[config.mk]
export PLATFORM = sky130hd
export DESIGN_NAME = gfx_memory_arbiter
export DESIGN_NICKNAME = d
export VERILOG_FILES = /design/src/gfx_pkg.sv /design/src/gfx_memory_arbiter.sv
export VERILOG_INCLUDE_DIRS = /design/src /design/src/include
export SDC_FILE = /design/constraint.sdc
export NUM_CORES = 1
export LEC_CHECK = 0
export BUFFER_PORTS_ARGS = -buffer_cell sky130_fd_sc_hd__buf_4
export CAP_MARGIN = 30
export CORE_ASPECT_RATIO = 0.9
export CORE_MARGIN = 1
export CORE_UTILIZATION = 25
export CTS_CLUSTER_SIZE = 28
export DETAILED_ROUTE_END_ITERATION = 8
export MAX_ROUTING_LAYER = met4
export SYNTH_ARGS = -nofsm -noshare
export SYNTH_HDL_FRONTEND = slang
export SYNTH_SLANG_ARGS = --single-unit
[constraint.sdc]
create_clock -name clk -period 2.1 [get_ports clk]
set_input_delay 0.105 -clock clk [delete_from_list [all_inputs] [get_ports clk]]
set_output_delay 0.105 -clock clk [all_outputs]
set_load 0.02 [all_outputs]
[src/include/gfx_defs.svh]
`ifndef GFX_DEFS_SVH
`define GFX_DEFS_SVH

// full video memory word address
`define GFX_ADDR_W       16
`define GFX_BANK_ADDR_W  14  // address inside one bank
`define GFX_DATA_W       16
`define GFX_NUM_BANKS    4

// 0 sprite, 1 bg0, 2 bg1, 3 overlay
`define GFX_NUM_LAYERS   4
`define GFX_CNT_W        8   // word count and word index

`endif
[src/gfx_pkg.sv]
`include "gfx_defs.svh"

package gfx_pkg;

	// layer read request toward the arbiter
	typedef struct packed {
		logic [`GFX_ADDR_W-1:0] addr;
		logic                   valid;
	} gfx_mem_req_t;

	typedef struct packed {
		logic [`GFX_DATA_W-1:0] data;
		logic                   ready;  // one cycle, data valid
	} gfx_mem_rsp_t;

	typedef struct packed {
		logic [`GFX_BANK_ADDR_W-1:0] addr;
		logic                        valid;
	} gfx_bank_req_t;

	typedef struct packed {
		logic [`GFX_DATA_W-1:0] data;
		logic                   ready;
	} gfx_bank_rsp_t;

	typedef struct packed {
		logic                   en;
		logic [`GFX_ADDR_W-1:0] addr;
		logic [`GFX_DATA_W-1:0] data;
	} gfx_host_wr_t;

	typedef struct packed {
		logic                   en;
		logic [`GFX_ADDR_W-1:0] base;
		logic [`GFX_ADDR_W-1:0] stride;  // words per line
		logic [`GFX_CNT_W-1:0]  count;
	} gfx_layer_cfg_t;

	typedef struct packed {
		logic                   start;
		logic [`GFX_ADDR_W-1:0] addr;
		logic [`GFX_CNT_W-1:0]  count;
	} gfx_fetch_cmd_t;

	typedef struct packed {
		logic                   valid;
		logic [`GFX_CNT_W-1:0]  index;
		logic [`GFX_DATA_W-1:0] data;
	} gfx_word_t;

endpackage

[src/gfx_memory_arbiter.sv]
`timescale 1ns/10ps
`include "gfx_defs.svh"

module gfx_memory_arbiter (
	input  logic                   clk,
	input  logic                   rst,
	input  gfx_pkg::gfx_mem_req_t  req      [`GFX_NUM_LAYERS],
	output gfx_pkg::gfx_mem_rsp_t  rsp      [`GFX_NUM_LAYERS],
	output gfx_pkg::gfx_bank_req_t bank_req [`GFX_NUM_BANKS],
	input  gfx_pkg::gfx_bank_rsp_t bank_rsp [`GFX_NUM_BANKS]
);

	logic [`GFX_NUM_BANKS-1:0][`GFX_NUM_LAYERS-1:0] hit;
	logic [`GFX_NUM_BANKS-1:0][`GFX_NUM_LAYERS-1:0] gnt;
	logic [`GFX_NUM_BANKS-1:0][`GFX_NUM_LAYERS-1:0] owner;  // layer held by each lock
	logic [`GFX_NUM_BANKS-1:0]                      locked;

	// bank decode and fixed priority with sprite first
	always_comb begin
		logic found;
		for (int b = 0; b < `GFX_NUM_BANKS; b++) begin
			found = 1'b0;
			gnt[b] = '0;
			for (int l = 0; l < `GFX_NUM_LAYERS; l++) begin
				hit[b][l] = req[l].valid &&
					(int'(req[l].addr[`GFX_ADDR_W-1:`GFX_BANK_ADDR_W]) == b);
			end
			if (locked[b]) begin
				gnt[b] = owner[b] & hit[b];  // only the locked layer
			end else begin
				for (int l = 0; l < `GFX_NUM_LAYERS; l++) begin
					if (hit[b][l] && !found) begin
						gnt[b][l] = 1'b1;
						found = 1'b1;
					end
				end
			end
		end
	end

	always_comb begin
		for (int b = 0; b < `GFX_NUM_BANKS; b++) begin
			bank_req[b] = '0;
			for (int l = 0; l < `GFX_NUM_LAYERS; l++) begin
				if (gnt[b][l]) begin
					bank_req[b].addr  = req[l].addr[`GFX_BANK_ADDR_W-1:0];
					bank_req[b].valid = 1'b1;
				end
			end
		end
	end

	// ungranted layers see ready low and data zero
	always_comb begin
		for (int l = 0; l < `GFX_NUM_LAYERS; l++) begin
			rsp[l] = '0;
			for (int b = 0; b < `GFX_NUM_BANKS; b++) begin
				if (gnt[b][l]) begin
					rsp[l].data  = bank_rsp[b].data;
					rsp[l].ready = bank_rsp[b].ready;
				end
			end
		end
	end

	// lock from the grant cycle through the ready cycle
	always_ff @(posedge clk) begin
		if (rst) begin
			locked <= '0;
		end else begin
			for (int b = 0; b < `GFX_NUM_BANKS; b++) begin
				locked[b] <= (|gnt[b]) && !bank_rsp[b].ready;
			end
		end
		owner <= gnt;
	end

	for (genvar b = 0; b < `GFX_NUM_BANKS; b++) begin : g_bank_chk
		a_lock_stable: assert property (
			@(posedge clk) disable iff (rst)
			((|gnt[b]) && !bank_rsp[b].ready) |=> (gnt[b] == $past(gnt[b]))
		) else $error("bank %0d grant moved before ready", b);
	end

endmodule

==> results.md, run 1 <==
- Synth cell types: 52
- First-pass GRT wire length: approximately 44000 um
- Tool error: [ERROR DRT-0255] Maze Route cannot find path of net clk in worker of routeBox ( 96600 0 ) ( 148735 48300 ).
- Syn_area_per_cell: slightly above 6 um2
- Top-count cell post-synth: nor2_1
- Vias in the first global route: 7559
- Mapped Cells: 798
- XOR/XNOR Fraction of Synth Area: 0%
- Worst EP kind: top-level output
- Htree depth: 1
- Cts bufs inserted: 3
- Largest area contributor in the netlist: dfxtp_1
- Dpl hpwl: 21200 um
- Synthesized flop and latch total: 20
- Rows: 47
- Register area share after synthesis: 8.26%
- Die width: 149 um
- Status: did not finish
- Pin count of the biggest net entering global routing: 35
- Post-synth top cells: nor2_1 (100), nand2_1 (98), a21oi_1 (79)
- Total grt overflow: 0
- Routability congestion estimate: 0.938
- Share of synthesized cell area in and, or, nand and nor gates: 29.4%
- Largest family of logic cells by synthesized area: compound AO/OA/AOI/OAI gates
- Last stage: detailed routing
- # port buffers: 265
- Mux cell area share after synthesis: 0.207%
- Compound-Gate Fraction of Synth Area: 54.1%
- Starting Density: about a quarter
- Clock root cell: clkbuf_16
- Syn nets: 936
- Synth Area in Adders: 0%
- Top post-synthesis cells by area: dfxtp_1 (8.3%), a21oi_1 (8.2%), nor2_1 (7.7%)
- EDFF count, synth: 0
- Post-synthesis cell area: 4840 um2
- Max clock buf depth: 2
- GRT Total Usage: 28.9%
- Initial antenna violation count: 0
- Clock Sinks: 20
- Ys async rst share: 0%
- I/O Pins: 266
- Top_reg_cell synth: dfxtp_1
- Die Ht: about 130 um
- Synth top area share: 8.26%
- Worst EP post-GRT repair: bank_req[49]
- Placed Area: between 7000 and 8000 um2
- Synth Warn #: 0
[cell families after synthesis]
group,Yosys count
compound gates,382
simple gates,296
buf+inv,99
flops,20
mux,1
[per-layer routing]
metal / global-route usage [%]
met1: 38.9
met2: 43.7
met3: 5.10
met4: 9.13
met5: -
[repair_timing]
| action | in CTS | in global routing |
|---|---|---|
| gates cloned | 2 | 5 |
| pin swaps | 9 | 67 |
| setup buffers | 15 | 7 |
| hold buffers | 0 | 0 |
| endpoints found under the setup margin | 115 | 116 |
| resized for setup | 53 | 149 |
[metrics by stage]
| stage | util, % | instances | setup slack [ps] | hold WS [ps] |
|---|---|---|---|---|
| after floorplan | - | 798 | 53.3 | 180 |
| after global placement | 39.9 | 1295 | 3.53 | 307 |
| after detailed placement | 39.9 | 1295 | -25.6 | 304 |
| after CTS | 42.1 | 1315 | -97.2 | 29.1 |
| after global routing | 46.6 | 1325 | -158 | 25.6 |
==> run 2, diff against run 1 <==
--- a/config.mk
+++ b/config.mk
@@ -8,12 +8,10 @@
 export LEC_CHECK = 0
 export BUFFER_PORTS_ARGS = -buffer_cell sky130_fd_sc_hd__buf_4
 export CAP_MARGIN = 30
-export CORE_ASPECT_RATIO = 0.9
 export CORE_MARGIN = 1
-export CORE_UTILIZATION = 25
-export CTS_CLUSTER_SIZE = 28
+export CORE_UTILIZATION = 20
 export DETAILED_ROUTE_END_ITERATION = 8
-export MAX_ROUTING_LAYER = met4
+export PLACE_DENSITY_LB_ADDON = 0.15
 export SYNTH_ARGS = -nofsm -noshare
 export SYNTH_HDL_FRONTEND = slang
 export SYNTH_SLANG_ARGS = --single-unit
==> run 2 against run 1 <==
- synthesized cell count unchanged
- synthesized area did not move
- global-route usage decreased by 4.5 points
- the flow now finishes, with violations (setup timing)
==> results.md, run 2 <==
- Status: finished with violations
- Failing checks: setup timing
- Layout area overhead: 85.7%
- Synth Warn #: 0
- Fillers: around 2500
- Final core occ: a little under two fifths
- Clk slew on worst S/H paths: about 60 ps
- Biggest register: owner
- CP Capture Type: output pin
- Register area share after synthesis: 8.26%
- Final Setup Violations: 64
- Ys async rst share: 0%
- Worst Setup Slack, final: -118 ps
- MaxCap Viol Count: 0
- Die width: 158 um
- GRT busiest layer: met2
- Synth top area share: 8.26%
- Slew HR: 66.7%
- Flip-flop and latch area: 415 um2
- Max clock buf depth: 2
- Synth cell types: 52
- Clock root cell: clkbuf_16
- Largest area contributor in the netlist: dfxtp_1
- Mapped Cells: 798
- Post-synthesis cell area: 4840 um2
- DR vias/cell: 5.55
- Placed Area: 7740 um2
- Crit path time final: 2220 ps
- Most frequent cells in the layout: buf_4 (336), nor2_1 (98), nand2_1 (95), a21oi_1 (65), o21ai_1 (60)
- Worst vdd ir: roughly 240 uV
- Hold WS: 37.3 ps
- Pin count of the biggest net entering global routing: 35
- GRT Total Usage: between 20 and 25%
- Starting DRC count in detailed routing: 554
- Final net count: 1245
- Met2 usage: ~43%
- Fin crit share: 106%
- Pins Over Slew Limit: 0
- Initial antenna violation count: 0
- Cts bufs inserted: 3
- Detail Route Antenna Nets: 0
- Routing usage on met1: 30.8%
- CP max FO: 6
- Clock Sinks: 20
- CP max stage cell: or4b_4
- Htree depth: 1
- CTS tree: built
- Die ar.: about 25000 um2
- First drt pass iteration count: 7
- Worst path cell trace: or4b_4 > buf_6 > nand4_4 > inv_2 > or4_4 > buf_6
- WS Path Type: reg2out
- Startpoint Class: register
- Critical Path AT: roughly 2100 ps
- Total grt overflow: 0
- EDFF count, synth: 0
- Post-Place Setup Slack: -129 ps
- Top post-synthesis cells by area: dfxtp_1 (8.3%), a21oi_1 (8.2%), nor2_1 (7.7%)
- Vias in the first global route: 7750
- Worst Path Required: 2000 ps
- Synthesized flop and latch total: 20
- Clk_lat worst skew: 260 ps
- # port buffers: 265
- Peak Freq: 0.451 GHz
- Dpl hpwl: around 23000 um
- Max incr delay on CP: between 500 and 600 ps
- Std-Cell Core Area: about 24000 um2
- Pwr dens: about 350 nW/um2
- Antenna fix cells: 0
- I/O Pins: 266
- Setup Skew: 4.47 ps
- Leak: 0.00376 uW
- Die Ht: 158 um
- Syn_area_per_cell: 6.07 um2
- Post-synth top cells: nor2_1 (100), nand2_1 (98), a21oi_1 (79)
- Worst Hold Class: in2reg
- Top-count cell post-synth: nor2_1
- Routability congestion estimate: 0.871
- First-pass GRT wire length: 46300 um
- Starting Density: 20.5%
- Total negative slack: -3410 ps
- Commonest non-fill, non-tap cell in the layout: buf_4
- Multi-input logic area: about 4800 um2
- DR vias: 7908
- Share of cells above drive strength 1: 47.6%
- Max reg flops: 16
- CTS Hold Bufs: 0
- Largest registers: owner (16), locked (4)
- Post-route cell area: 9000 um2
- Routed len/inst: 22.6 um
- Worst-Margin Slew: 498 ps
- Final hold violation count: 0
- Syn nets: 936
- Rows: 56
- DRC Markers: 0
- GRT met3 Usage: under 10%
- RSZ-0062 raised after global routing: yes
- Top_reg_cell synth: dfxtp_1
- Most Frequent Cell on Critical Path: buf_6
- Total Wirelength: 32100 um
==> run 2: final timing paths <==
| path | from | to | slack (ps) | cells past startpoint |
|---|---|---|---|---|
| max reg2reg | locked[0] | locked[0] | 130 | 6 |
| max | locked[0] | bank_req[45] | -120 | 6 |
| min | bank_rsp[51] | locked[0] | 40 | 2 |
| min reg2reg | owner[12] | owner[12] | 520 | 2 |
==> run 2: power breakdown <==
part	switching, uW	leakage (uW)	internal (uW)
registers	10.8	0.000167	394
logic	1280	0.00355	1030
clock network	156	0.0000442	291
total	1450	0.00376	1710
==> run 2: kinds of logic (layout without fill, tap and decap cells) <==
group / after synthesis / in the layout / synth area share, %
AO/OA/AOI/OAI: 382 / 382 / 54.1
AND/OR/NAND/NOR: 296 / 298 / 29.4
flip-flops: 20 / 20 / 8.26
multiplexers: 1 / 1 / 0.207
buffers and inverters: 99 / 405 / 8.03
==> run 2: area by class of cell <==
type | instances | area share [%]
multi-input cells | 681 | 52.8
repair buffers | 387 | 36.5
flip-flops and latches | 20 | 4.62
well taps | 319 | 4.44
clock buffers | 4 | 0.987
inverters | 14 | 0.640
==> run 2: critical path, delay by kind of cell (launching register included) <==
| kind | cells | cell delay (ps) |
|---|---|---|
| simple gates | 3 | 1140 |
| buf+inv | 3 | 340 |
| flops | 1 | 370 |
==> run 2: metrics by stage <==
step,power (uW),std cells
final,3160,1425
after global routing,3320,1425
after CTS,2980,1410
after detailed placement,2460,1388
after global placement,2460,1388
after floorplan,1380,798
==> run 2: timing repair <==
item / CTS / global route
cloned: 2 / 4
buffers inserted: 17 / 14
setup endpoints to repair: 127 / 122
gates resized for setup: 52 / 139
pin swaps: 13 / 70
==> run 2: per-layer routing <==
layer	vias to the layer above	wire [um]	share of wire, %
li1	3729	-	-
met1	3793	13200	41
met2	347	16000	50
met3	39	2330	7.2
met4	0	646	2.0
met5	-	0	0
Power figures use the tool's default switching activity.
==> run 3, diff against run 2 <==
--- a/config.mk
+++ b/config.mk
@@ -11,6 +11,7 @@
 export CORE_MARGIN = 1
 export CORE_UTILIZATION = 20
 export DETAILED_ROUTE_END_ITERATION = 8
+export GPL_TIMING_DRIVEN = 0
 export PLACE_DENSITY_LB_ADDON = 0.15
 export SYNTH_ARGS = -nofsm -noshare
 export SYNTH_HDL_FRONTEND = slang
==> run 3 against run 2 <==
- the run still ends with setup timing left
- sequential power up 1%
- sequential cell count did not move
- core utilization grew 3.0 points
- hold slack lost 2.7 ps
- routed wire length increased by 11%
- critical path type unchanged
- highest routed layer unchanged
==> results.md, run 3 (synthesis gave the netlist of run 2 again) <==
- Pin count of the biggest net entering global routing: 12
- Pins Over Slew Limit: 0
- CP max FO: 6
- Startpoint Class: register
- Max reg flops: 16
- # port buffers: 265
- Reg-to-reg setup timing slack: 130 ps
- DR vias: ~8400
- Vias in the first global route: 8007
- Worst vdd ir: 334 uV
- DRC Markers: 0
- First drt pass iteration count: 6
- Setup Skew: 1.38 ps
- Layout area overhead: 100%
- Die ar.: roughly 25000 um2
- I/O Pins: roughly 270
- Final hold violation count: 0
- Rows: 56
- Routability congestion estimate: roughly 0.95
- Post-Place Setup Slack: -730 ps
- CP max stage cell: or4b_4
- GRT met3 Usage: 4.54%
- Initial antenna violation count: 0
- Hold WS: approximately 35 ps
- Worst path cell trace: or4b_4 > nand3_4 > clkbuf_16 > and3_4 > o22ai_2 > o21ai_2 > buf_6
- Worst r2r src: locked[0]
- CP Capture Type: output pin
- Status: finished with violations
- Max clock buf depth: 2
- Routing usage on met1: 34.5%
- WS Path Type: reg2out
- Dpl hpwl: about 25000 um
- Pwr dens: 344 nW/um2
- GRT busiest layer: met2
- Hold Path Stages: 2
- R2r endpoint: locked[0]
- Most frequent cells in the layout: buf_4 (289), nor2_1 (91), nand2_1 (81), o21ai_1 (61), a21oi_1 (59)
- Die Ht: around 160 um
- Worst path depth: 7
- Crit path time final: 2300 ps
- Fin crit share: 109%
- Die width: 158 um
- Clock Sinks: 20
- Worst Setup Slack, final: -195 ps
- Detail Route Antenna Nets: 0
- Buf/Inv on CP: 2
- GRT Total Usage: 26.4%
- First-pass GRT wire length: 49500 um
- Clock root cell: clkbuf_16
- Final Setup Violations: 71
- CTS Hold Bufs: 0
- Hold worst-path end: locked[0]
- Total Wirelength: about 36000 um
- Std-Cell Core Area: 23600 um2
- Slew HR: 57.9%
- Clk slew on worst S/H paths: 60 ps
- Max incr delay on CP: 620 ps
- Top delay family on crit path: simple AND/OR/NAND/NOR gates
- Worst-Margin Slew: 630 ps
- Worst Path Required: around 2000 ps
- Met2 usage: 44.3%
- Commonest non-fill, non-tap cell in the layout: buf_4
- Antenna fix cells: 0
- MaxCap Viol Count: 0
- Share of cells above drive strength 1: approximately 53%
- Leak: 0.00397 uW
- Failing checks: setup timing
- Worst Reg-to-Reg Cells: 5
- Htree depth: 1
- Worst Hold Class: in2reg
- HP Start: rst
- Critical Path AT: 2190 ps
- Biggest register: owner
- Clk_lat worst skew: 260 ps
- DR vias/cell: 5.79
- RSZ-0062 raised after global routing: yes
- Starting Density: 20.5%
- Final net count: between 1000 and 1500
- Total grt overflow: 0
- Final Power: 3340 uW
- Peak Freq: 0.436 GHz
- Cts bufs inserted: 3
- CTS tree: built
- Final core occ: 41.1%
- Starting DRC count in detailed routing: just under 800
- Largest registers: owner (16), locked (4)
- Routed len/inst: 24.8 um
-- run 3: cell count changes in the layout (fill, tap and decap cells not counted), sizes merged, moves of 2 or more --
cell    change
buf        -26
clkbuf     +48
inv         -2
nor2        -2
-- run 3: worst max-delay path by stage --
| stage | from | end | slack, ps |
|---|---|---|---|
| finish | locked[0] | bank_req[49] | -200 |
| global route | locked[0] | bank_req[49] | -250 |
| CTS | locked[0] | bank_req[50] | -150 |
| detailed placement | locked[1] | bank_req[43] | -730 |
| global placement | locked[0] | bank_req[58] | -860 |
| floorplan | locked[0] | bank_req[47] | 50 |
-- run 3: through the flow --
stage | cells | TNS [ps] | cell area, um2
floorplan | 798 | 0 | 4840
global placement | 1382 | -63450 | 7230
detailed placement | 1384 | -53700 | 7240
CTS | 1415 | -3790 | 8620
global route | 1444 | -10440 | 9700
finish | 1444 | -4820 | 9700
-- run 3: where the power goes --
group | total [uW] | switching [uW] | internal, uW
Sequential | 409 | 14.0 | 395
Clock | 443 | 152 | 291
Combinational | 2490 | 1390 | 1100
Total | 3340 | 1550 | 1780
-- run 3: layout make-up --
cell class	instances	area [um2]
multi-input combinational	679	5130
tap	319	399
sequential	20	413
clock buffer	4	88.8
timing repair buffer	327	2740
fill	2467	13900
inverter	14	66.3
buffer	81	866
-- run 3: layer usage --
| layer | up-vias | part of all wire, % |
|---|---|---|
| li1 | 3781 | - |
| met1 | 3997 | 41 |
| met2 | 523 | 47 |
| met3 | 64 | 9.2 |
| met4 | 0 | 2.6 |
| met5 | - | 0 |
-- run 3: repair_timing --
item,in CTS,in global routing
pin swaps,46,79
setup buffers,24,26
gates cloned,4,8
gates resized for setup,297,207
endpoints found under the setup margin,137,128
==> run 4, diff against run 3 <==
--- a/config.mk
+++ b/config.mk
@@ -13,6 +13,7 @@
 export DETAILED_ROUTE_END_ITERATION = 8
 export GPL_TIMING_DRIVEN = 0
 export PLACE_DENSITY_LB_ADDON = 0.15
+export SLEW_MARGIN = 0
 export SYNTH_ARGS = -nofsm -noshare
 export SYNTH_HDL_FRONTEND = slang
 export SYNTH_SLANG_ARGS = --single-unit
==> constraint.sdc (replaced) <==
create_clock -name clk -period 2.1 [get_ports clk]
set_input_delay 0.105 -clock clk [delete_from_list [all_inputs] [get_ports clk]]
set_output_delay 0.105 -clock clk [all_outputs]
set_load 0.01 [all_outputs]
==> run 4 against run 3 <==
- the flow still finishes with violations (setup timing)
- hold slack barely moved
- clock power is essentially flat
- sequential share of layout area up 0.29 points
- count of clock-buffer cells in the layout did not move
==> results.md, run 4 (synthesis gave the netlist of run 2 again) <==
- Status: finished with violations
- Failing checks: setup timing
- Setup Skew: around 1.2 ps
- Share of cells above drive strength 1: 48.6%
- Worst Path Required: around 2000 ps
- Antenna fix cells: 0
- GRT busiest layer: met2
- Detail Route Antenna Nets: 0
- Leak: 0.00377 uW
- CP max FO: 10
- Peak Freq: approximately 0.44 GHz
- Pwr dens: 330 nW/um2
- WS Path Type: reg2out
- Crit path time final: 2250 ps
- Most frequent cells in the layout: buf_4 (302), nor2_1 (91), nand2_1 (80), a21oi_1 (67), o21ai_1 (61)
- Met2 usage: 43.6%
- CTS Hold Bufs: 0
- Worst Hold Class: in2reg
- Layout area overhead: 87.7%
- Routability congestion estimate: 0.949
- Die ar.: 24900 um2
- Starting Density: 20.5%
- Most Frequent Cell on Critical Path: buf_4
- Biggest register: owner
- Dpl hpwl: around 25000 um
- Pins Over Slew Limit: 0
- Fin crit share: 107%
- Max incr delay on CP: roughly 570 ps
- DR vias: 8176
- DR vias/cell: 5.73
- Worst-Margin Slew: slightly above 800 ps
- Clk_lat worst skew: 250 ps
- Fillers: 2552
- Clock Power Share: 14.7%
- GRT Total Usage: between 20% and 30%
- Final net count: about 1200
- Worst Setup Slack, final: -153 ps
- CP Capture Type: output pin
- Finished Layout Cells: 1426
- Rows: 56
- # port buffers: between 200 and 300
- MaxCap Viol Count: 0
- Slew HR: 45.3%
- Commonest non-fill, non-tap cell in the layout: buf_4
- Final hold violation count: 0
- GRT met3 Usage: a little under 4%
- Pint: around 1700 uW
- Die Ht: ~160 um
- Max reg flops: 16
- Starting DRC count in detailed routing: roughly 740
- Total Wirelength: 34800 um
- Std-Cell Core Area: 23600 um2
- DRC Markers: 0
- Combinational power share: between 70% and 80%
- Htree depth: 1
- Post-Place Setup Slack: -708 ps
- Max clock buf depth: 2
- Die width: around 160 um
- Clock root cell: clkbuf_16
- Vias in the first global route: 7945
- Pin count of the biggest net entering global routing: 12
- Startpoint Class: register
- CTS tree: built
- Power share of the sequential group: between 10% and 20%
- Switch share: 43.6%
- Initial antenna violation count: 0
- Routing usage on met1: 34.9%
- Worst vdd ir: 341 uV
- First-pass GRT wire length: 49400 um
- Critical Path AT: approximately 2200 ps
- Total grt overflow: 0
- Worst path cell trace: or4b_1 > nand4_4 > nor2_1 > clkbuf_8 > buf_4 > nand2_1 > o21ai_2 > buf_4
- CP max stage cell: or4b_1
- Clk slew on worst S/H paths: 60 ps
- Final Setup Violations: approximately 60
- Routed len/inst: 24.4 um
- First drt pass iteration count: 5
- Clock Sinks: 20
- I/O Pins: 266
- Sw Pwr: 1310 uW
- Cts bufs inserted: 3
- RSZ-0062 raised after global routing: yes
- Placed Instances: 1384
- Largest registers: owner (16), locked (4)
run 4: final cells by class:
class	count	area [um2]	share of cell area (%)
Buffer	80	771	8.48
Clock buffer	4	88.8	0.977
Multi-Input combinational cell	679	4890	53.7
Sequential cell	20	413	4.54
Inverter	14	62.6	0.688
Tap cell	319	399	4.39
Timing Repair Buffer	310	2470	27.2
run 4: power by group through the flow:
| stage | logic [uW] | registers (uW) | clock network (uW) |
|---|---|---|---|
| floorplan | 782 | 410 | 0 |
| global placement | 1780 | 414 | 0 |
| detailed placement | 1780 | 414 | 0 |
| CTS | 2000 | 408 | 442 |
| global route | 2270 | 411 | 460 |
| finish | 2150 | 409 | 441 |
run 4: per-stage QoR:
stage	util, %	hold WS [ps]	instance area [um2]	total power [uW]	TNS (ps)
final	38.5	34.9	9090	3000	-4170
after global routing	38.5	42.3	9090	3140	-8080
after CTS	35.8	38.1	8460	2850	-3330
after detailed placement	30.7	307	7240	2190	-51310
after global placement	30.6	301	7230	2190	-61100
after floorplan	-	180	4840	1190	0
run 4: metal layers:
metal	wire, um	vias up
li1	-	3739
met2	16300	478
met1	14600	3904
met4	926	0
met3	2950	55
met5	0	-
run 4: timing repair:
item | CTS | global route
resized for setup | 258 | 164
setup buffers | 22 | 17
setup endpoints to repair | 137 | 123
endpoints found under the hold margin | 0 | 0
pin swaps | 37 | 51
cloned | 4 | 2
run 4: critical path, delay by kind of cell (launching register included):
family	cells	cell delay [ps]
AO/OA/AOI/OAI	1	80
buffers and inverters	3	550
flip-flops	1	370
AND/OR/NAND/NOR	4	880
run 4: worst paths after layout:
kind,slack [ps],endpoint,startpoint,cells past startpoint
setup / recovery,-150,bank_req[50],locked[0],8
hold / removal,30,locked[0],rst,2
setup reg to reg,150,locked[0],locked[0],6
hold reg to reg,550,owner[12],owner[12],2
