`src/include/gfx_defs.svh`:
```
`ifndef GFX_DEFS_SVH
`define GFX_DEFS_SVH

// full video memory word address
`define GFX_ADDR_W       16
`define GFX_BANK_ADDR_W  14  // address inside one bank
`define GFX_DATA_W       16
`define GFX_NUM_BANKS    4

// 0 sprite, 1 bg0, 2 bg1, 3 overlay
`define GFX_NUM_LAYERS   4
`define GFX_CNT_W        8   // word count and word index

`endif
```
`src/gfx_pkg.sv`:
```
`include "gfx_defs.svh"

package gfx_pkg;

	// layer read request toward the arbiter
	typedef struct packed {
		logic [`GFX_ADDR_W-1:0] addr;
		logic                   valid;
	} gfx_mem_req_t;

	typedef struct packed {
		logic [`GFX_DATA_W-1:0] data;
		logic                   ready;  // one cycle, data valid
	} gfx_mem_rsp_t;

	typedef struct packed {
		logic [`GFX_BANK_ADDR_W-1:0] addr;
		logic                        valid;
	} gfx_bank_req_t;

	typedef struct packed {
		logic [`GFX_DATA_W-1:0] data;
		logic                   ready;
	} gfx_bank_rsp_t;

	typedef struct packed {
		logic                   en;
		logic [`GFX_ADDR_W-1:0] addr;
		logic [`GFX_DATA_W-1:0] data;
	} gfx_host_wr_t;

	typedef struct packed {
		logic                   en;
		logic [`GFX_ADDR_W-1:0] base;
		logic [`GFX_ADDR_W-1:0] stride;  // words per line
		logic [`GFX_CNT_W-1:0]  count;
	} gfx_layer_cfg_t;

	typedef struct packed {
		logic                   start;
		logic [`GFX_ADDR_W-1:0] addr;
		logic [`GFX_CNT_W-1:0]  count;
	} gfx_fetch_cmd_t;

	typedef struct packed {
		logic                   valid;
		logic [`GFX_CNT_W-1:0]  index;
		logic [`GFX_DATA_W-1:0] data;
	} gfx_word_t;

endpackage

```
`src/gfx_fetch_unit.sv`:
```
`timescale 1ns/10ps
`include "gfx_defs.svh"

module gfx_fetch_unit (
	input  logic                   clk,
	input  logic                   rst,
	input  gfx_pkg::gfx_fetch_cmd_t cmd,
	output gfx_pkg::gfx_mem_req_t  req,
	input  gfx_pkg::gfx_mem_rsp_t  rsp,
	output gfx_pkg::gfx_word_t     word,
	output logic                   done
);

	typedef enum logic [1:0] {
		s_idle,
		s_req,
		s_gap   // valid low one cycle after each ready
	} state_t;

	state_t                 state;
	logic [`GFX_ADDR_W-1:0] addr;
	logic [`GFX_CNT_W-1:0]  count;
	logic [`GFX_CNT_W-1:0]  idx;
	logic                   last;

	assign req.valid = (state == s_req);
	assign req.addr  = addr;
	assign last      = (idx == count - 1'b1);

	always_ff @(posedge clk) begin
		if (rst) begin
			state      <= s_idle;
			word.valid <= 1'b0;
			done       <= 1'b0;
		end else begin
			word.valid <= 1'b0;
			done       <= 1'b0;
			case (state)
				s_idle: begin
					if (cmd.start) begin
						state <= s_req;
					end
				end
				s_req: begin
					if (rsp.ready) begin
						word.valid <= 1'b1;
						done       <= last;  // with the last word
						state      <= last ? s_idle : s_gap;
					end
				end
				s_gap: state <= s_req;
				default: state <= s_idle;
			endcase
		end

		if (state == s_idle && cmd.start) begin
			addr  <= cmd.addr;
			count <= cmd.count;
			idx   <= '0;
		end
		if (state == s_req && rsp.ready) begin
			word.index <= idx;
			word.data  <= rsp.data;
			idx        <= idx + 1'b1;
			addr       <= addr + 1'b1;  // wraps at 64K
		end
	end

	a_start_idle: assert property (
		@(posedge clk) disable iff (rst)
		cmd.start |-> (state == s_idle)
	) else $error("fetch start while busy");

endmodule

```
`config.mk`:
```
export PLATFORM = sky130hd
export DESIGN_NAME = gfx_fetch_unit
export DESIGN_NICKNAME = d
export VERILOG_FILES = /design/src/gfx_pkg.sv /design/src/gfx_fetch_unit.sv
export VERILOG_INCLUDE_DIRS = /design/src /design/src/include
export SDC_FILE = /design/constraint.sdc
export NUM_CORES = 1
export LEC_CHECK = 0
export BUFFER_PORTS_ARGS = -buffer_cell sky130_fd_sc_hd__buf_2
export CORE_AREA = 2 2 80 82
export CTS_BUF_LIST = sky130_fd_sc_hd__clkbuf_8 sky130_fd_sc_hd__clkbuf_16
export CTS_CLUSTER_DIAMETER = 30
export DETAILED_ROUTE_END_ITERATION = 12
export DIE_AREA = 0 0 82 84
export PLACE_DENSITY = 0.77
export SLEW_MARGIN = 25
export SYNTH_ARGS = -nofsm -noshare
export SYNTH_HDL_FRONTEND = slang
export SYNTH_SLANG_ARGS = --single-unit
```
`constraint.sdc`:
```
create_clock -name clk -period 2.3 [get_ports clk]
set_input_delay 0.345 -clock clk [delete_from_list [all_inputs] [get_ports clk]]
set_output_delay 0.345 -clock clk [all_outputs]
set_load 0.01 [all_outputs]
```
==> results of run 1 <==
## sequential cells by signal, summed over array words and instances, names as in the netlist
signal and count:
done 1, idx 8, word 25, addr 16
count 8, state 2
## where the power goes
part	switching (uW)	internal [uW]	leakage [uW]
Sequential	74.2	1290	0.000566
Clock	432	393	0.0000856
Combinational	156	131	0.000686
## per-layer routing
layer	up-vias	global-route usage	share of wire
li1	948	-	-
met5	-	0	0
met2	64	0.2446	0.46
met4	0	0.07727	0.016
met3	7	0.03680	0.065
met1	893	0.2116	0.46
## stage by stage
| stage | util | power, uW | instances | instance area [um^2] |
|---|---|---|---|---|
| floorplan | - | 1540 | 206 | 2636 |
| global placement | 0.5207 | 1663 | 369 | 3174 |
| detailed placement | 0.5207 | 1673 | 369 | 3174 |
| CTS | 0.5495 | 2499 | 385 | 3349 |
| global route | 0.5495 | 2583 | 385 | 3349 |
| finish | 0.5495 | 2472 | 385 | 3349 |
## worst register-to-register path: cells and delay by family, from the launching register on
kind | cells | cell delay (ps)
AOI/OAI and AO/OA | 2 | 540
adders and majority gates | 1 | 250
and+or+nand+nor | 2 | 500
DFF | 1 | 430
buffers and inverters | 1 | 70
## final cells by class
cell class / instances / share of cell area
clock buffer: 9 / 0.03698
sequential: 60 / 0.5260
inverter: 7 / 0.007845
timing repair buffer: 89 / 0.1352
multi-input combinational: 136 / 0.2499
clock inverter: 7 / 0.01532
tap: 77 / 0.02876
## layout by cell type, fill, tap and decap left out, drive strengths merged, types with 5 or more instances in the layout
| cell | count |
|---|---|
| and3 | 5 |
| buf | 89 |
| clkbuf | 9 |
| clkinv | 5 |
| edfxtp | 56 |
| inv | 7 |
| nand2 | 22 |
| nand3 | 11 |
| nor2 | 15 |
| nor3 | 6 |
| nor4 | 5 |
| o21ai | 15 |
| xnor2 | 16 |
| xor2 | 10 |
## worst paths after layout
kind,from,end,slack [ps],cells past startpoint
setup / recovery,count[0]$_DFFE_PP_,state[1]$_SDFFE_PP0P_,410,6
hold / removal,rsp[8],word[7]$_DFFE_PP_,190,1
setup reg to reg,count[0]$_DFFE_PP_,state[1]$_SDFFE_PP0P_,410,6
hold reg to reg,state[0]$_SDFFE_PP0P_,state[0]$_SDFFE_PP0P_,550,2
## cell usage after synthesis, types with 2 or more instances
cell type / n
sky130_fd_sc_hd__xor2_1: 10
sky130_fd_sc_hd__nand3_1: 9
sky130_fd_sc_hd__inv_1: 6
sky130_fd_sc_hd__clkbuf_1: 3
sky130_fd_sc_hd__ha_1: 3
sky130_fd_sc_hd__nor3_1: 6
sky130_fd_sc_hd__nor4_1: 5
sky130_fd_sc_hd__xnor2_1: 16
sky130_fd_sc_hd__nor2b_1: 3
sky130_fd_sc_hd__edfxtp_1: 56
sky130_fd_sc_hd__nand2b_1: 2
sky130_fd_sc_hd__nand4_1: 2
sky130_fd_sc_hd__a31oi_1: 3
sky130_fd_sc_hd__nor2_1: 15
sky130_fd_sc_hd__o21ai_0: 15
sky130_fd_sc_hd__nand2_1: 22
sky130_fd_sc_hd__dfxtp_1: 4
sky130_fd_sc_hd__or3_1: 2
sky130_fd_sc_hd__and3_1: 5
sky130_fd_sc_hd__a21oi_1: 4
## kinds of logic (layout without fill, tap and decap cells)
group,Yosys count,count (layout)
AOI/OAI and AO/OA,27,27
buffers and inverters,10,112
and+or+nand+nor,80,80
xor gates and xnor gates,26,26
DFF,60,60
adders and majority gates,3,3
==> Flow_metrics.wiki, run 1 <==
{| class="wikitable"
! Metric !! Value
|-
| Overall via count from detail_route || ~1900
|-
| Hold Violations, Final || 0
|-
| Share of synthesized area occupied by flip-flops and latches || 0.6682
|-
| CTS clk-pin slew, worst paths || 70 ps
|-
| IR drop worst, VDD || roughly 0.36 mV
|-
| Adder-cell area share of the yosys netlist || 0.01424
|-
| Cell type with the highest aggregate area in the netlist || sky130_fd_sc_hd__edfxtp_1
|-
| Critical path arrival || between 2000 and 2500 ps
|-
| Mean routed wirelength per cell || 13.73 um
|-
| Share of final-layout standard cells stronger than drive strength 1 || 0.3571
|-
| Final-report max-slew violation count || 0
|-
| Worst setup EP type || flop
|-
| Maximum clock insertion buffer count || 2
|-
| Antenna cells || 0
|-
| Remaining design rule violation count || 0
|-
| Die span in x || 82 um
|-
| Compound-cell area share of the yosys netlist || 0.05790
|-
| Multi-input gate area in the final layout || roughly 840 um^2
|-
| Total track usage || 0.1597
|-
| Setup WS pre-CTS || 420.1 ps
|-
| Synth top area share || 0.6379
|-
| Dominant combinational cell family by area after synthesis || simple AND/OR/NAND/NOR gates
|-
| Antenna violations before repair || 0
|-
| Transition time at the pin with the least slew margin || 593.0 ps
|-
| Vertical die dimension || roughly 84 um
|-
| FF/Latch Area || between 1500 and 2000 um^2
|-
| Maximum number of pins on one net before global-route repair || 35
|-
| CTS buffer count || 9
|-
| Effective utilization at floorplan || 0.4325
|-
| Yosys warnings || 0
|-
| Bufs and invs on worst path || 1
|-
| Sum of negative setup slack || 0 ps
|-
| Xor/xnor cell area share of the yosys netlist || 0.08638
|-
| # IOs || 87
|-
| Run status || completed
|-
| Slew headroom || 0.6047
|-
| Final-layout fill cell count || approximately 540
|-
| First-pass GRT wire length || between 8000 and 9000 um
|-
| Remaining antenna violation count after routing || 0
|-
| Layout overhead on the synthesized area || 27.05%
|-
| H-tree depth || 3
|-
| Routed Wire Length || approximately 5300 um
|-
| Die Area || 6888 um^2
|-
| Share of the cycle needed by the critical path after routing || 0.8225
|-
| Core outline area || 6096 um^2
|-
| Netlist area before placement || between 2000 and 3000 um^2
|-
| Count of unique library cells instantiated by Yosys || 35
|-
| Leading post-synthesis cells by cell area || sky130_fd_sc_hd__edfxtp_1 (64%), sky130_fd_sc_hd__xnor2_1 (5.3%), sky130_fd_sc_hd__xor2_1 (3.3%)
|-
| RSZ-0062 raised after global routing || no
|-
| Hold_buf cts || 0
|-
| Post-synthesis mux area share || 0
|-
| Port Buffer Count || 86
|-
| Buffers inserted during post-CTS setup optimization || 0
|-
| Root buffer cell || sky130_fd_sc_hd__clkbuf_8
|-
| Type of the tightest min-delay check || input port to flop
|-
| Clock Sinks || 60
|-
| Most common flop cell mapped by yosys || sky130_fd_sc_hd__edfxtp_1
|-
| Setup violators final || 0
|-
| Synth Area per Inst || ~13 um^2
|-
| Total nets after synthesis || about 250
|-
| TritonCTS clock tree || built
|-
| Final RePlAce weighted congestion || 0.8769
|-
| Detail-routed via count per cell || ~5.0
|-
| Max incr delay on CP || 430 ps
|-
| Required time of the worst setup path || approximately 2500 ps
|-
| Number of synthesized register bits || 60
|-
| Worst setup margin || ~410 ps
|-
| Number of resized instances in the post-cts repair step || 0
|-
| Insertion delay of the later-clocked pin in the worst-skew pair || 330 ps
|-
| Layout Skew || ~5.7 ps
|-
| FMAX || between 500 and 600 MHz
|-
| Leak pwr || 0.001338 uW
|-
| Aggregate global routing overflow || 0
|-
| Crit-path max FO || 6
|-
| Count of flip-flops with a built-in enable after synthesis || 56
|-
| Area fraction in and, or, nand and nor cells after synthesis || 0.1590
|-
| Row Count || 29
|-
| Hold_ws || between 150 and 200 ps
|-
| PwrDens || roughly 740 nW/um^2
|-
| Max cap viols || 0
|-
| Class of the most critical setup path || flop to flop
|-
| 1st-iter DRT viols || slightly above 100
|-
| Number of global-route vias before repair || roughly 1800
|-
| Final critical-path required period || ~1900 ps
|-
| Async S/R FF share, synth || 0
|-
| Syn Inst Count || slightly above 200
|-
| Standard cell with the maximum stage delay on the critical path || sky130_fd_sc_hd__edfxtp_1
|-
| Gate family responsible for the most delay along the worst path || compound AO/OA/AOI/OAI gates
|-
| Critical Path, Cell by Cell || inv_1 > ha_1 > nor2b_1 > or3_1 > a31o_2 > o31a_1
|-
| DP Wirelength || ~3800 um
|-
| Nets || 350
|-
| Number of iterations in the first detailed-routing pass || 4
|-
| Type of origin of the critical path || flop
|}
Power figures use the tool's default switching activity.
==> run 2, diff against run 1 <==
Settings changed: ABC_AREA set to 1, CORE_AREA 2 2 80 82 to 2 2 77 79, DIE_AREA 0 0 82 84 to 0 0 79 81, PLACE_DENSITY 0.77 to 0.81.
Clock period 2.3 ns to 1.8 ns, I/O delays scaled along.
==> Flow_metrics.wiki, run 2 <==
{| class="wikitable"
! Metric !! Value
|-
| FF/Latch Area || 1762 um^2 (unchanged)
|-
| Standard cell with the maximum stage delay on the critical path || sky130_fd_sc_hd__edfxtp_1
|-
| Overall via count from detail_route || 2174 (+14%)
|-
| Registers with the highest flip-flop counts || word: 25 flops, addr: 16 flops
|-
| Most frequent cells in the layout || sky130_fd_sc_hd__buf_2 (86), sky130_fd_sc_hd__nand2_1 (68), sky130_fd_sc_hd__edfxtp_1 (56), sky130_fd_sc_hd__nor2_1 (32), sky130_fd_sc_hd__inv_1 (26)
|-
| Hold Violations, Final || 0 (unchanged)
|-
| Antenna cells || 0 (unchanged)
|-
| Setup violators final || 0 (unchanged)
|-
| Root buffer cell || sky130_fd_sc_hd__clkbuf_8
|-
| DP Wirelength || 3997 um (+5.6%)
|-
| Effective utilization at floorplan || 0.4896 (+0.05717)
|-
| Type of the tightest min-delay check || input port to flop
|-
| Maximum number of pins on one net before global-route repair || 36 (+2.9%)
|-
| Final-layout fill cell count || 458 (-15%)
|-
| Synth top area share || 0.6051 (-0.03274)
|-
| Number of synthesized register bits || 60 (unchanged)
|-
| Share of the cycle needed by the critical path after routing || 0.8766 (+0.05414)
|-
| Class of the most critical setup path || flop to flop
|-
| Most frequent standard cell in the layout excluding fill and tap cells || sky130_fd_sc_hd__buf_2
|-
| H-tree depth || 3 (unchanged)
|-
| Required time of the worst setup path || 2030 ps (-490 ps)
|-
| Clock Sinks || 60 (unchanged)
|-
| Slew headroom || 0.7361 (+0.1314)
|-
| Remaining design rule violation count || 0 (unchanged)
|-
| Clock network fraction of design power || 0.391 (+0.057)
|-
| Cell internal pwr || 2733 uW (+51%)
|-
| Met1 demand-to-capacity share in global routing || 0.2131 (+0.001457)
|-
| Final RePlAce weighted congestion || 0.8685 (-0.96%)
|-
| Detail-routed via count per cell || 4.919 (-0.96%)
|-
| Leak pwr || 0.001585 uW (+18%)
|-
| Sum of negative setup slack || 0 ps (unchanged)
|-
| PwrDens || 1001 nW/um^2 (+36%)
|-
| Total nets after synthesis || 313 (+24%)
|-
| Count of unique library cells instantiated by Yosys || 31 (-11%)
|-
| Net switching component of the power || 831.4 uW (+26%)
|-
| CTS clk-pin slew, worst paths || 60 ps (about the same)
|-
| CTS buffer count || 9 (unchanged)
|-
| Sw Share || 0.2333 (-0.03434)
|-
| Run status || completed
|-
| Total track usage || 0.1881 (+0.02838)
|-
| Global routing usage on met2 || 0.3153 (+0.07061)
|-
| # IOs || 87 (unchanged)
|-
| Syn Inst Count || 266 (+29%)
|-
| Multi-input gate area in the final layout || 892.1 um^2 (+6.6%)
|-
| Remaining antenna violation count after routing || 0 (unchanged)
|-
| Nets || 409 (+17%)
|-
| Global routing's busiest layer || met2
|-
| Count of flip-flops with a built-in enable after synthesis || 56 (unchanged)
|-
| Antenna violations before repair || 0 (unchanged)
|-
| Aggregate global routing overflow || 0 (unchanged)
|-
| Share of power burned in registers || 0.488 (-0.062)
|-
| Leading post-synthesis cells by cell area || sky130_fd_sc_hd__edfxtp_1 (61%), sky130_fd_sc_hd__nand2_1 (9.2%), sky130_fd_sc_hd__nor2_1 (4.3%)
|-
| Yosys warnings || 0 (unchanged)
|-
| Layout Skew || 5.450 ps (-0.2122 ps)
|-
| Hold_buf cts || 0 (unchanged)
|-
| Cell seen most often among critical-path stages || sky130_fd_sc_hd__nand2_1
|-
| FMAX || 633.7 MHz (+20%)
|-
| Synth top cells by count || sky130_fd_sc_hd__nand2_1 (68), sky130_fd_sc_hd__edfxtp_1 (56), sky130_fd_sc_hd__nor2_1 (32)
|-
| Vertical die dimension || 81 um (-3.6%)
|-
| Bufs and invs on worst path || 3 (+2)
|-
| IR drop worst, VDD || 0.6023 mV (+68%)
|-
| Gate family responsible for the most delay along the worst path || simple AND/OR/NAND/NOR gates
|-
| TritonCTS clock tree || built
|-
| Final critical-path required period || 1578 ps (-313.8 ps)
|-
| Max reg flops || 25 (unchanged)
|-
| Critical path arrival || 1810 ps (-300 ps)
|-
| Synth Area per Inst || 10.45 um^2 (-18%)
|-
| Crit-path max FO || 6 (unchanged)
|-
| Netlist area before placement || 2779 um^2 (+5.4%)
|-
| Transition time at the pin with the least slew margin || 394.9 ps (-198.1 ps)
|-
| Combinational fraction of design power || 0.121 (+0.005)
|-
| Share of synthesized area occupied by flip-flops and latches || 0.6339 (-0.03430)
|-
| Insertion delay of the later-clocked pin in the worst-skew pair || 330 ps (about the same)
|-
| Die span in x || 79 um (-3.7%)
|-
| Async S/R FF share, synth || 0 (unchanged)
|-
| First-pass GRT wire length || 9039 um (+10%)
|-
| Met3 Use GR || 0.06222 (+0.02543)
|-
| Worst setup EP type || flop
|-
| Critical Path, Cell by Cell || inv_1 > ha_1 > nand2_1 > inv_1 > nor2_1 > nand2_1 > nor2_1 > nand2_1 > nor2_1 > nand3_1 > nand2_1 > inv_1
|-
| RSZ-0062 raised after global routing || no
|-
| Routed Wire Length || 5560 um (+5.2%)
|-
| Share of final-layout standard cells stronger than drive strength 1 || 0.3161 (-0.04107)
|-
| Most common flop cell mapped by yosys || sky130_fd_sc_hd__edfxtp_1
|-
| Max cap viols || 0 (unchanged)
|-
| Max incr delay on CP || 390 ps (-40 ps)
|-
| Final-report max-slew violation count || 0 (unchanged)
|-
| Port Buffer Count || 86 (unchanged)
|-
| Number of resized instances in the post-cts repair step || 0 (unchanged)
|-
| Leading cell type by number of instances after synthesis || sky130_fd_sc_hd__nand2_1
|-
| Die Area || 6399 um^2 (-7.1%)
|-
| Hold_ws || 114.7 ps (-71.01 ps)
|-
| Reg with most FFs || word
|-
| Mean routed wirelength per cell || 12.58 um (-8.4%)
|-
| Type of origin of the critical path || flop
|-
| Number of global-route vias before repair || 2042 (+16%)
|-
| Layout overhead on the synthesized area || 28.14%
|-
| Number of iterations in the first detailed-routing pass || 4 (unchanged)
|-
| Buffers inserted during post-CTS setup optimization || 0 (unchanged)
|-
| Core outline area || 5675 um^2 (-6.9%)
|-
| Maximum clock insertion buffer count || 2 (unchanged)
|-
| 1st-iter DRT viols || 125 (+23%)
|-
| Row Count || 28 (-3.4%)
|-
| Cell type with the highest aggregate area in the netlist || sky130_fd_sc_hd__edfxtp_1
|}
run 2: stage by stage:
step                      total power (uW)  std cells  instance area [um^2]  worst slack [ps]  utilization
after floorplan                       2006        266                  2783             105.0            -
after global routing                  3722        442                  3561             29.86       0.6274
after CTS                             3598        442                  3561             216.1       0.6274
after global placement                2178        426                  3331             279.6       0.5869
after detailed placement              2197        426                  3331             232.0       0.5869
final                                 3564        442                  3561             222.1       0.6274
run 2: layout make-up:
class                      instances  area share
clock buffer                       9     0.03479
clock inverter                     7     0.02987
inverter                          26     0.02741
multi-input combinational        175      0.2505
sequential                        60      0.4947
tap                               75     0.02635
timing repair buffer              90      0.1363
run 2: logic make-up after synthesis:
logic type	after synthesis	synth area share
flops	60	0.6339
compound gates	23	0.04502
fa+ha+maj	3	0.01351
xor+xnor	14	0.04413
buf+inv	31	0.04637
simple gates	135	0.2170
run 2: worst reg2reg max path, cell delays in order (launching register included):
cell,delay [ps]
sky130_fd_sc_hd__edfxtp_1,390
sky130_fd_sc_hd__inv_1,170
sky130_fd_sc_hd__ha_1,270
sky130_fd_sc_hd__nand2_1,70
sky130_fd_sc_hd__inv_1,40
sky130_fd_sc_hd__nor2_1,70
sky130_fd_sc_hd__nand2_1,50
sky130_fd_sc_hd__nor2_1,90
sky130_fd_sc_hd__nand2_1,50
sky130_fd_sc_hd__nor2_1,80
sky130_fd_sc_hd__nand3_1,90
sky130_fd_sc_hd__nand2_1,70
sky130_fd_sc_hd__inv_1,30
run 2: worst paths after layout:
kind / slack [ps] / cells past startpoint / end / start
max: 220 / 12 / state[1]$_SDFFE_PP0P_ / count[0]$_DFFE_PP_
min: 110 / 1 / word[6]$_DFFE_PP_ / rsp[7]
max reg2reg: 220 / 12 / state[1]$_SDFFE_PP0P_ / count[0]$_DFFE_PP_
min reg2reg: 540 / 0 / word[19]$_DFFE_PP_ / idx[3]$_SDFFCE_PN0P_
run 2: power by group through the flow:
stage	Sequential (uW)	Combinational, uW	Clock, uW
6_report	1740	431	1390
2_1_floorplan	1780	226	0
3_5_place_dp	1770	429	0
4_1_cts	1740	435	1420
3_3_place_gp	1760	414	0
5_1_grt	1750	483	1490
run 2: layer usage:
| metal | part of all wire | wire, um |
|---|---|---|
| met4 | 0.029 | 161 |
| met3 | 0.082 | 454 |
| met1 | 0.41 | 2291 |
| met2 | 0.48 | 2653 |
| met5 | 0 | 0 |
==> run 3, diff against run 2 <==
Clock period 1.8 ns to 1.75 ns, I/O delays scaled along.
==> Flow_metrics.wiki, run 3 (same netlist as run 2, synthesis figures left out) <==
{| class="wikitable"
! Metric !! Value
|-
| Die Area || 6399 um^2 (unchanged)
|-
| Startpoint of the tightest hold check path || cmd[7]
|-
| Detail-routed via count per cell || 4.937 (+0.38%)
|-
| Maximum clock insertion buffer count || 2 (unchanged)
|-
| Register-to-register setup slack || 190 ps (-30 ps)
|-
| Most frequent cells in the layout || sky130_fd_sc_hd__buf_2 (86), sky130_fd_sc_hd__nand2_1 (68), sky130_fd_sc_hd__edfxtp_1 (56), sky130_fd_sc_hd__nor2_1 (32), sky130_fd_sc_hd__inv_1 (24)
|-
| Sw Share || 0.2536 (+0.02036)
|-
| Reg with most FFs || word
|-
| Clock Sinks || 60 (unchanged)
|-
| Hold_buf cts || 0 (unchanged)
|-
| Final critical-path required period || 1560 ps (-18.00 ps)
|-
| Worst setup EP type || flop
|-
| Die span in x || 79 um (unchanged)
|-
| CTS clk-pin slew, worst paths || 70 ps (about the same)
|-
| Standard cell with the maximum stage delay on the critical path || sky130_fd_sc_hd__edfxtp_1
|-
| Share of the cycle needed by the critical path after routing || 0.8914 (+0.01476)
|-
| RSZ-0062 raised after global routing || no
|-
| Mean routed wirelength per cell || 12.93 um (+2.8%)
|-
| Crit-path max FO || 5 (-1)
|-
| Type of origin of the critical path || flop
|-
| Aggregate global routing overflow || 0 (unchanged)
|-
| Registers with the highest flip-flop counts || word: 25 flops, addr: 16 flops
|-
| Final-report max-slew violation count || 0 (unchanged)
|-
| Launching element of the worst setup path || addr[0]$_DFFE_PP_
|-
| Routed Wire Length || 5752 um (+3.5%)
|-
| Sum of negative setup slack || 0 ps (unchanged)
|-
| Remaining antenna violation count after routing || 0 (unchanged)
|-
| TritonCTS clock tree || built
|-
| Number of global-route vias before repair || 2042 (unchanged)
|-
| Final design area excluding fillers || 3535 um^2 (-0.74%)
|-
| Required time of the worst setup path || 1840 ps (-190 ps)
|-
| Port Buffer Count || 86 (unchanged)
|-
| Maximum number of pins on one net before global-route repair || 36 (unchanged)
|-
| Nets || 412 (+0.73%)
|-
| Vertical die dimension || 81 um (unchanged)
|-
| Number of iterations in the first detailed-routing pass || 4 (unchanged)
|-
| Antenna cells || 0 (unchanged)
|-
| Cell seen most often among critical-path stages || sky130_fd_sc_hd__nand2_1
|-
| Core outline area || 5675 um^2 (unchanged)
|-
| H-tree depth || 3 (unchanged)
|-
| CTS buffer count || 9 (unchanged)
|-
| Share of power burned in registers || 0.529 (+0.041)
|-
| Clock network fraction of design power || 0.338 (-0.053)
|-
| IR drop worst, VDD || 0.6267 mV (+4.1%)
|-
| PwrDens || 957.2 nW/um^2 (-4.4%)
|-
| Slew headroom || 0.7852 (+0.04909)
|-
| 1st-iter DRT viols || 127 (+1.6%)
|-
| Antenna violations before repair || 0 (unchanged)
|-
| Combinational fraction of design power || 0.133 (+0.012)
|-
| Net switching component of the power || 858.1 uW (+3.2%)
|-
| Effective utilization at floorplan || 0.4896 (unchanged)
|-
| Type of the tightest min-delay check || input port to flop
|-
| Finished Layout Cells || 445 (+0.68%)
|-
| First-pass GRT wire length || 9315 um (+3.1%)
|-
| # placed instances || 427 (+0.23%)
|-
| DP Wirelength || 4095 um (+2.5%)
|-
| Class of the most critical setup path || flop to flop
|-
| Hold Violations, Final || 0 (unchanged)
|-
| Cell internal pwr || 2525 uW (-7.6%)
|-
| Overall via count from detail_route || 2197 (+1.1%)
|-
| # IOs || 87 (unchanged)
|-
| Setup violators final || 0 (unchanged)
|-
| Remaining design rule violation count || 0 (unchanged)
|-
| Launch instance of the worst register-to-register path || addr[0]$_DFFE_PP_
|-
| Total track usage || 0.1912 (+0.003093)
|-
| Max reg flops || 25 (unchanged)
|-
| Root buffer cell || sky130_fd_sc_hd__clkbuf_8
|-
| Insertion delay of the later-clocked pin in the worst-skew pair || 320 ps (about the same)
|-
| Run status || completed
|-
| FMAX || 641.1 MHz (+1.2%)
|-
| Layout overhead on the synthesized area || 27.19%
|-
| Row Count || 28 (unchanged)
|-
| Instance area at placement || 3338 um^2 (+0.23%)
|-
| Leak pwr || 0.001576 uW (-0.57%)
|-
| Share of final-layout standard cells stronger than drive strength 1 || 0.3270 (+0.01095)
|-
| Layout Skew || 5.350 ps (-0.1000 ps)
|-
| Most frequent standard cell in the layout excluding fill and tap cells || sky130_fd_sc_hd__buf_2
|-
| Transition time at the pin with the least slew margin || 319.3 ps (-75.62 ps)
|-
| Final RePlAce weighted congestion || 0.8702 (+0.20%)
|-
| Finished Core Util || 0.6228 (-0.004630)
|-
| Critical path arrival || 1650 ps (-160 ps)
|-
| Max cap viols || 0 (unchanged)
|-
| Max incr delay on CP || 440 ps (+50 ps)
|-
| Critical Path, Cell by Cell || ha_1 > and3_1 > nand3_2 > nor2_2 > xor2_1 > nand2_1 > nand2_1
|}
==> run 3: cell count changes in the layout (fill, tap and decap cells not counted), sizes merged <==
cell    change
clkinv      +3
bufinv      -2
inv         -1
buf         +3
==> run 3: power by group through the flow <==
stage,combinational [uW],sequential [uW],clock (uW)
6_report,451,1790,1140
5_1_grt,506,1800,1240
4_1_cts,449,1790,1170
3_5_place_dp,444,1820,0
3_3_place_gp,428,1810,0
2_1_floorplan,232,1830,0
==> run 3: path summary, 6_finish.rpt <==
check        cells after the start                 end
min reg2reg                      0  word[19]$_DFFE_PP_
max                              7  addr[14]$_DFFE_PP_
max reg2reg                      7  addr[14]$_DFFE_PP_
min                              1  count[7]$_DFFE_PP_
==> run 3: routing by layer <==
layer / share of wire / vias up / wire length (um) / track usage
li1: - / 1085 / - / -
met1: 0.42 / 1011 / 2390 / 0.2305
met2: 0.50 / 92 / 2869 / 0.3263
met3: 0.072 / 9 / 417 / 0.04667
met4: 0.013 / 0 / 74 / 0.08793
met5: 0 / - / 0 / 0
==> run 3: per-stage QoR <==
| stage | power, uW | setup slack, ps | hold WS (ps) |
|---|---|---|---|
| 2_1_floorplan | 2064 | 54.96 | 341.8 |
| 3_3_place_gp | 2241 | 228.3 | 439.9 |
| 3_5_place_dp | 2263 | 187.8 | 440.6 |
| 4_1_cts | 3412 | 146.3 | 94.09 |
| 5_1_grt | 3547 | 30.95 | 90.44 |
| 6_report | 3383 | 190.1 | 111.3 |
==> run 3: cell type report <==
class,instances,area [um^2]
fill,477,2141
sequential,60,1762
multi-input combinational,175,892.1
timing repair buffer,93,508.0
clock buffer,9,123.9
inverter,26,97.59
tap,75,93.84
clock inverter,7,57.56
==> run 3: timing repair <==
item	in CTS	in global routing
setup buffers	0	2
gates resized for setup	0	1
setup endpoints to repair	0	2
==> run 3: worst max-delay path, delay by kind of cell (launching register included) <==
| kind | cells | cell delay, ps |
|---|---|---|
| xor gates and xnor gates | 1 | 130 |
| adders and majority gates | 1 | 250 |
| DFF | 1 | 440 |
| and+or+nand+nor | 5 | 510 |
